===== config.mk =====
export PLATFORM = sky130hd
export DESIGN_NAME = csr_index_generator_top
export DESIGN_NICKNAME = d
export VERILOG_FILES = /design/src/hw/mem_packet_pkg.sv /design/src/hw/csr_index_pkg.sv /design/src/hw/csr_index_generator_top.sv /design/src/hw/request_fifo.sv /design/src/hw/csr_index_sequencer.sv /design/src/hw/csr_index_cfg_regs.sv
export VERILOG_INCLUDE_DIRS = /design/src /design/src/include
export SDC_FILE = /design/constraint.sdc
export NUM_CORES = 1
export LEC_CHECK = 0
export BUFFER_PORTS_ARGS = -buffer_cell sky130_fd_sc_hd__buf_2
export CORE_MARGIN = 1.5
export CORE_UTILIZATION = 42
export DETAILED_ROUTE_END_ITERATION = 7
export PLACE_DENSITY = 0.62
export SETUP_SLACK_MARGIN = 0.05
export SLEW_MARGIN = 0
export SYNTH_ARGS = -nofsm -noshare
export SYNTH_HDL_FRONTEND = slang
export SYNTH_SLANG_ARGS = --single-unit

===== constraint.sdc =====
create_clock -name ap_clk -period 12.1 [get_ports ap_clk]
set_clock_uncertainty 0.05 [all_clocks]
set_input_delay 1.21 -clock ap_clk [delete_from_list [all_inputs] [get_ports ap_clk]]
set_output_delay 1.21 -clock ap_clk [all_outputs]
set_load 0.05 [all_outputs]

===== src/include/csr_index_gen_cfg.svh =====
`ifndef CSR_INDEX_GEN_CFG_SVH
`define CSR_INDEX_GEN_CFG_SVH

// --------------------------------------------------
// Datapath widths
// --------------------------------------------------
// Vertex index as counted by the sequencer
`define CSR_INDEX_W 16
// Array base address and request offset
`define CSR_ADDR_W 32
`define CSR_SHIFT_W 3

// --------------------------------------------------
// Request FIFO sizing
// --------------------------------------------------
`define CSR_FIFO_DEPTH 16
// Leaves headroom for the write still in flight
`define CSR_FIFO_PROG_THRESH 8

`endif

===== src/hw/mem_packet_pkg.sv =====
`include "csr_index_gen_cfg.svh"

package mem_packet_pkg;

    // --------------------------------------------------
    // Memory request payload
    // --------------------------------------------------
    // Base is the array pointer of the job
    // Offset is the shifted index, index is the raw count
    typedef struct packed {
        logic [`CSR_ADDR_W-1:0]  base;
        logic [`CSR_ADDR_W-1:0]  offset;
        logic [`CSR_INDEX_W-1:0] index;
    } mem_payload_t;

    // --------------------------------------------------
    // Request as seen by the consumer
    // --------------------------------------------------
    typedef struct packed {
        logic         valid;
        mem_payload_t payload;
    } mem_request_t;

endpackage


===== src/hw/csr_index_pkg.sv =====
`include "csr_index_gen_cfg.svh"

package csr_index_pkg;

    // --------------------------------------------------
    // Offset shift setting
    // --------------------------------------------------
    typedef enum logic {
        SHIFT_RIGHT = 1'b0,
        SHIFT_LEFT  = 1'b1
    } shift_dir_e;

    typedef struct packed {
        shift_dir_e              direction;
        logic [`CSR_SHIFT_W-1:0] amount;
    } shift_cfg_t;

    // --------------------------------------------------
    // Job configuration written by the host
    // --------------------------------------------------
    // Index range is half open, end is never emitted
    typedef struct packed {
        logic [`CSR_ADDR_W-1:0]  array_pointer;
        logic [`CSR_INDEX_W-1:0] index_start;
        logic [`CSR_INDEX_W-1:0] index_end;
        logic [`CSR_INDEX_W-1:0] stride;
        shift_cfg_t              shift;
    } index_cfg_t;

    // --------------------------------------------------
    // Sequencer states
    // --------------------------------------------------
    typedef enum logic [2:0] {
        IDLE  = 3'd0,
        // Counter load
        START = 3'd1,
        // One write per cycle
        BUSY  = 3'd2,
        // FIFO above threshold
        PAUSE = 3'd3,
        DONE  = 3'd4
    } gen_state_e;

endpackage


===== src/hw/csr_index_generator_top.sv =====
`include "csr_index_gen_cfg.svh"

module csr_index_generator_top (
    input  logic                         ap_clk,
    input  logic                         areset_generator,
    input  csr_index_pkg::index_cfg_t    cfg_in,
    input  logic                         cfg_req,
    output logic                         cfg_ack,
    output mem_packet_pkg::mem_request_t request_out,
    input  logic                         request_ready,
    output logic                         done
);

    csr_index_pkg::index_cfg_t    job_cfg;
    logic                         job_start;
    logic                         busy;
    logic                         prog_full;
    logic                         push;
    mem_packet_pkg::mem_payload_t push_data;

    // --------------------------------------------------
    // Host configuration registers
    // --------------------------------------------------
    csr_index_cfg_regs u_cfg_regs (
        .ap_clk          (ap_clk),
        .areset_generator(areset_generator),
        .cfg_in          (cfg_in),
        .cfg_req         (cfg_req),
        .cfg_ack         (cfg_ack),
        .busy            (busy),
        .job_cfg         (job_cfg),
        .job_start       (job_start)
    );

    // --------------------------------------------------
    // Index sequencer
    // --------------------------------------------------
    csr_index_sequencer u_sequencer (
        .ap_clk          (ap_clk),
        .areset_generator(areset_generator),
        .job_cfg         (job_cfg),
        .job_start       (job_start),
        .busy            (busy),
        .prog_full       (prog_full),
        .push            (push),
        .push_data       (push_data),
        .done            (done)
    );

    // Request FIFO towards the consumer
    request_fifo u_request_fifo (
        .ap_clk          (ap_clk),
        .areset_generator(areset_generator),
        .push            (push),
        .push_data       (push_data),
        .prog_full       (prog_full),
        .request_ready   (request_ready),
        .request_out     (request_out)
    );

endmodule


===== src/hw/request_fifo.sv =====
`include "csr_index_gen_cfg.svh"

module request_fifo (
    input  logic                         ap_clk,
    input  logic                         areset_generator,
    input  logic                         push,
    input  mem_packet_pkg::mem_payload_t push_data,
    output logic                         prog_full,
    input  logic                         request_ready,
    output mem_packet_pkg::mem_request_t request_out
);

    localparam int DEPTH = `CSR_FIFO_DEPTH;
    localparam int PTR_W = $clog2(DEPTH);

    mem_packet_pkg::mem_payload_t mem [DEPTH];

    logic [PTR_W-1:0] wr_ptr;
    logic [PTR_W-1:0] rd_ptr;
    logic [PTR_W:0]   fill_count;
    logic             empty;
    logic             full;
    logic             wr_en;
    logic             rd_en;

    // --------------------------------------------------
    // Status and strobes
    // --------------------------------------------------
    assign empty     = (fill_count == '0);
    assign full      = (fill_count == DEPTH[PTR_W:0]);
    assign prog_full = (fill_count >= `CSR_FIFO_PROG_THRESH);
    assign wr_en     = push && !full;
    assign rd_en     = request_ready && !empty;

    // --------------------------------------------------
    // Pointers and fill count
    // --------------------------------------------------
    // Pointers wrap on their own, depth is a power of two
    always_ff @(posedge ap_clk) begin
        if (areset_generator) begin
            wr_ptr     <= '0;
            rd_ptr     <= '0;
            fill_count <= '0;
        end else begin
            if (wr_en) begin
                wr_ptr <= wr_ptr + 1'b1;
            end
            if (rd_en) begin
                rd_ptr <= rd_ptr + 1'b1;
            end
            case ({wr_en, rd_en})
                2'b10:   fill_count <= fill_count + 1'b1;
                2'b01:   fill_count <= fill_count - 1'b1;
                default: fill_count <= fill_count;
            endcase
        end
    end

    // Storage
    always_ff @(posedge ap_clk) begin
        if (wr_en) begin
            mem[wr_ptr] <= push_data;
        end
    end

    // First word fall through, head shown while not empty
    assign request_out.valid   = !empty;
    assign request_out.payload = mem[rd_ptr];

endmodule


===== src/hw/csr_index_sequencer.sv =====
`include "csr_index_gen_cfg.svh"

module csr_index_sequencer (
    input  logic                         ap_clk,
    input  logic                         areset_generator,
    input  csr_index_pkg::index_cfg_t    job_cfg,
    input  logic                         job_start,
    output logic                         busy,
    input  logic                         prog_full,
    output logic                         push,
    output mem_packet_pkg::mem_payload_t push_data,
    output logic                         done
);

    csr_index_pkg::gen_state_e state;
    csr_index_pkg::gen_state_e next_state;

    logic [`CSR_INDEX_W-1:0] index_count;
    // One extra bit catches counter wrap on large strides
    logic [`CSR_INDEX_W:0]   index_next;
    logic                    index_last;
    logic                    index_valid;
    logic                    write_en;
    logic [`CSR_ADDR_W-1:0]  index_wide;

    // --------------------------------------------------
    // Index counter
    // --------------------------------------------------
    assign index_next  = {1'b0, index_count} + {1'b0, job_cfg.stride};
    assign index_valid = index_count < job_cfg.index_end;
    assign index_last  = index_next[`CSR_INDEX_W]
                      || (index_next[`CSR_INDEX_W-1:0] >= job_cfg.index_end);
    assign write_en    = (state == csr_index_pkg::BUSY) && !prog_full && index_valid;

    always_ff @(posedge ap_clk) begin
        if (areset_generator) begin
            index_count <= '0;
        end else if (state == csr_index_pkg::START) begin
            index_count <= job_cfg.index_start;
        end else if (write_en) begin
            index_count <= index_next[`CSR_INDEX_W-1:0];
        end
    end

    // --------------------------------------------------
    // State machine
    // --------------------------------------------------
    always_ff @(posedge ap_clk) begin
        if (areset_generator) begin
            state <= csr_index_pkg::IDLE;
        end else begin
            state <= next_state;
        end
    end

    always_comb begin
        next_state = state;
        case (state)
            csr_index_pkg::IDLE: begin
                if (job_start) begin
                    next_state = csr_index_pkg::START;
                end
            end
            csr_index_pkg::START: begin
                next_state = csr_index_pkg::BUSY;
            end
            csr_index_pkg::BUSY: begin
                // Empty range ends here without a write
                if (!index_valid) begin
                    next_state = csr_index_pkg::DONE;
                end else if (prog_full) begin
                    next_state = csr_index_pkg::PAUSE;
                end else if (index_last) begin
                    next_state = csr_index_pkg::DONE;
                end
            end
            csr_index_pkg::PAUSE: begin
                if (!prog_full) begin
                    next_state = csr_index_pkg::BUSY;
                end
            end
            csr_index_pkg::DONE: begin
                if (job_start) begin
                    next_state = csr_index_pkg::START;
                end
            end
            default: begin
                next_state = csr_index_pkg::IDLE;
            end
        endcase
    end

    assign busy = (state == csr_index_pkg::START)
               || (state == csr_index_pkg::BUSY)
               || (state == csr_index_pkg::PAUSE);
    assign done = (state == csr_index_pkg::DONE);

    // --------------------------------------------------
    // Request formatting
    // --------------------------------------------------
    assign index_wide = {{(`CSR_ADDR_W-`CSR_INDEX_W){1'b0}}, index_count};

    always_ff @(posedge ap_clk) begin
        if (areset_generator) begin
            push <= 1'b0;
        end else begin
            push <= write_en;
        end
    end

    // Registered write, lands in the FIFO one cycle later
    always_ff @(posedge ap_clk) begin
        push_data.base  <= job_cfg.array_pointer;
        push_data.index <= index_count;
        if (job_cfg.shift.direction == csr_index_pkg::SHIFT_LEFT) begin
            push_data.offset <= index_wide << job_cfg.shift.amount;
        end else begin
            push_data.offset <= index_wide >> job_cfg.shift.amount;
        end
    end

endmodule


===== src/hw/csr_index_cfg_regs.sv =====
`include "csr_index_gen_cfg.svh"

module csr_index_cfg_regs (
    input  logic                      ap_clk,
    input  logic                      areset_generator,
    input  csr_index_pkg::index_cfg_t cfg_in,
    input  logic                      cfg_req,
    output logic                      cfg_ack,
    input  logic                      busy,
    output csr_index_pkg::index_cfg_t job_cfg,
    output logic                      job_start
);

    logic accept;

    // --------------------------------------------------
    // Four-phase handshake
    // --------------------------------------------------
    // New request only once the previous ack has dropped,
    // and never while a job is running
    assign accept = cfg_req && !cfg_ack && !busy;

    always_ff @(posedge ap_clk) begin
        if (areset_generator) begin
            cfg_ack   <= 1'b0;
            job_start <= 1'b0;
        end else begin
            job_start <= accept;
            if (accept) begin
                cfg_ack <= 1'b1;
            end else if (!cfg_req) begin
                // Return to zero phase
                cfg_ack <= 1'b0;
            end
        end
    end

    // --------------------------------------------------
    // Job configuration register
    // --------------------------------------------------
    // Captured on the same edge that raises ack
    always_ff @(posedge ap_clk) begin
        if (accept) begin
            job_cfg <= cfg_in;
        end
    end

endmodule


==> metrics.yaml <==
synth_largest_area_cell: "edfxtp_1"
fmax_ghz: 0.1625
grt_max_degree: 155
holdWs_ns: 0.2849
reg2reg_from: "u_sequencer.index_count[2]"
leakagePower_nw: 18.60
drv_slew: 0
first_iter_violations: 2362
post_cts_resized: 0
critPathMaxStageDelay_ns: 0.94
synth_warnings: 0
drc: 0
status: "finished, final reports clean"
cp.required_ns: 10.84
path_buf_inv: 3
syn_area_per_cell_sq_um: 21.78
post-cts-setup-buffers: 0
reg2reg_slack_ns: 7.76
yosysMostFrequentCell: "edfxtp_1"
hp-class: "reg2reg"
clk-insertion-delay-late_ns: 0.74
rsz0062_at_grt: "no"
wl_per_cell_um: 26.54
grt_pass1_wl_mm: 166.0
ys_async_sr_fraction_pct: 0
cts_buffers: 137
synth-seq-cells: 1330
via_count: 23988
cts_sinks: 1330
synth_cells: 2334
crit_path_max_fanout: 48
clk_root_buffer_cell: "clkbuf_16"
place_area_sq_um: 53610
num_rows: 127
final_cell_area_sq_um: 58290
r2r_cells: 14
start_util_pct: 42.38
irDropWorstVdd_uv: 164.6
cp-start-kind: "flop"
drv_cap: 0
top_level_ports: 171
r2r_end: "u_sequencer.state[2]"
crit_path_top_delay_cell: "dfxtp_4"
synth_cell_types: 67
drive_above_1_share_pct: 30.06
detail-route-antenna-nets: 0
post-route-util_pct: 48.59
cts.clk_slew.worst_paths_ns: 0.06
setup_tns_ns: 0
cts_tree: "built"
syn_area_sq_um: 50840
end_kind: "primary output"
grt.total_usage_pct: 18.63
overflow: 0
portBuffers: 161
fin_crit_sh_pct: 50.85
htreeDepth: 4
grt_pass1_vias: 25294
ys.flop_type: "edfxtp_1"
dr.pass1.iters: 6
via_per_inst: 5.590
critPathCapture: "request_out[20]"
die_w_um: 350.9
synth_top_area_share_pct: 72.06
clockBufferDepth: 3
hold_viol: 0
crit_family: "buffers and inverters"
core_area_sq_um: 120000
period_needed_ns: 6.153
die_area_sq_um: 123100
synth_edf_count: 1220
routed_wl_mm: 113.9
worst_slew_pin_slew_ns: 1.144
path_class: "reg2out"
ys_seq_area_share_pct: 76.39
critical_path_arrival_ns: 4.89
finalSetupViolations: 0
cp.depth: 5
powerDensity_nw_per_um2: 213.4
gp_congestion: 0.8113
nets: 2711
netlist_top_cells_count: "edfxtp_1, mux4_2, dfxtp_1"
hpwlAfterDp_mm: 59.72
syn2layout_area_growth_pct: 14.66
ys_top_cells_by_area: "edfxtp_1, mux4_2, dfxtp_1"
postCtsHoldBufs: 0
grt_antenna_before_repair: 3
die_height_um: 350.9
slew_headroom_pct: 23.72
path_cells: "buf_4 -> buf_4 -> mux4_2 -> mux4_2 -> buf_2"
[stage by stage]
stage               worst slack (ns)  std cells  power [W]
global placement               6.543       4038   0.008183
floorplan                      4.115       2342   0.007625
CTS                            5.690       4290    0.01257
global route                   5.474       4290    0.01291
detailed placement             6.500       4038   0.008278
finish                         5.947       4291    0.01244
[area by class of cell]
type,count,area [sq um]
fillers,9584,61680
flip-flops and latches,1330,38850
multi-input cells,859,11470
clock buffers,199,3966
well taps,1612,2017
repair buffers,203,1146
clock inverters,53,710.7
inverters,34,127.6
diodes,1,2.502
[how the worst min path moves through the flow]
stage | start | endpoint | slack [ns] | depth (start not counted)
after CTS | u_cfg_regs.job_cfg[53] | u_sequencer.push_data[49] | 0.29 | 0
after global routing | u_cfg_regs.job_cfg[76] | u_sequencer.push_data[72] | 0.30 | 0
after detailed placement | u_cfg_regs.job_cfg[71] | u_sequencer.push_data[67] | 0.28 | 0
after global placement | u_cfg_regs.job_cfg[54] | u_sequencer.push_data[50] | 0.28 | 0
final | u_cfg_regs.job_cfg[75] | u_sequencer.push_data[71] | 0.28 | 0
after floorplan | u_cfg_regs.job_cfg[52] | u_sequencer.push_data[48] | 0.27 | 0
[logic make-up after synthesis]
group	Yosys count	synth area share, %
compound gates	158	2.139
xor+xnor	22	0.3790
fa+ha+maj	58	1.457
buf+inv	153	1.336
flops	1330	76.39
mux	369	16.01
other cells	1	0.007376
simple gates	243	2.279
[power by group]
part / leakage [nW] / internal (W) / switching, W
clock: 2.28 / 0.00255 / 0.00173
sequential: 12.0 / 0.00565 / 0.000481
combinational: 4.32 / 0.000836 / 0.00119
[registers in the layout, summed over array words and instances (netlist names), named ones only]
signal,cells
u_request_fifo.rd_ptr,4
u_sequencer.push_data,71
u_cfg_regs.cfg_ack,1
u_sequencer.state,3
u_cfg_regs.job_cfg,84
u_cfg_regs.job_start,1
u_request_fifo.fill_count,5
u_request_fifo.wr_ptr,4
u_request_fifo.mem,1136
u_sequencer.push,1
u_sequencer.index_count,16
[cell usage in the layout, fill, tap and decap left out, types with 11 or more instances in the layout]
cell type	instances
clkbuf_1	36
ha_1	56
clkinv_2	16
nor3_1	12
a21o_1	13
nand2_1	42
o21ai_0	25
clkbuf_8	22
clkinv_1	11
nor2_4	12
inv_1	32
bufinv_16	12
nand2b_1	18
buf_4	40
mux4_2	355
nor4_1	12
clkbuf_16	141
edfxtp_1	1220
xnor2_1	13
buf_2	161
a21oi_1	46
nor2_1	87
dfxtp_1	106
[per-layer routing]
metal / track usage (%) / share of wire, % / vias to the layer above
li1: - / - / 10169
met2: 30.65 / 50 / 810
met1: 25.58 / 43 / 12832
met4: 5.513 / 2.1 / 0
met5: 0 / 0 / -
met3: 3.173 / 5.5 / 177
(Power assumes the default switching activity.)
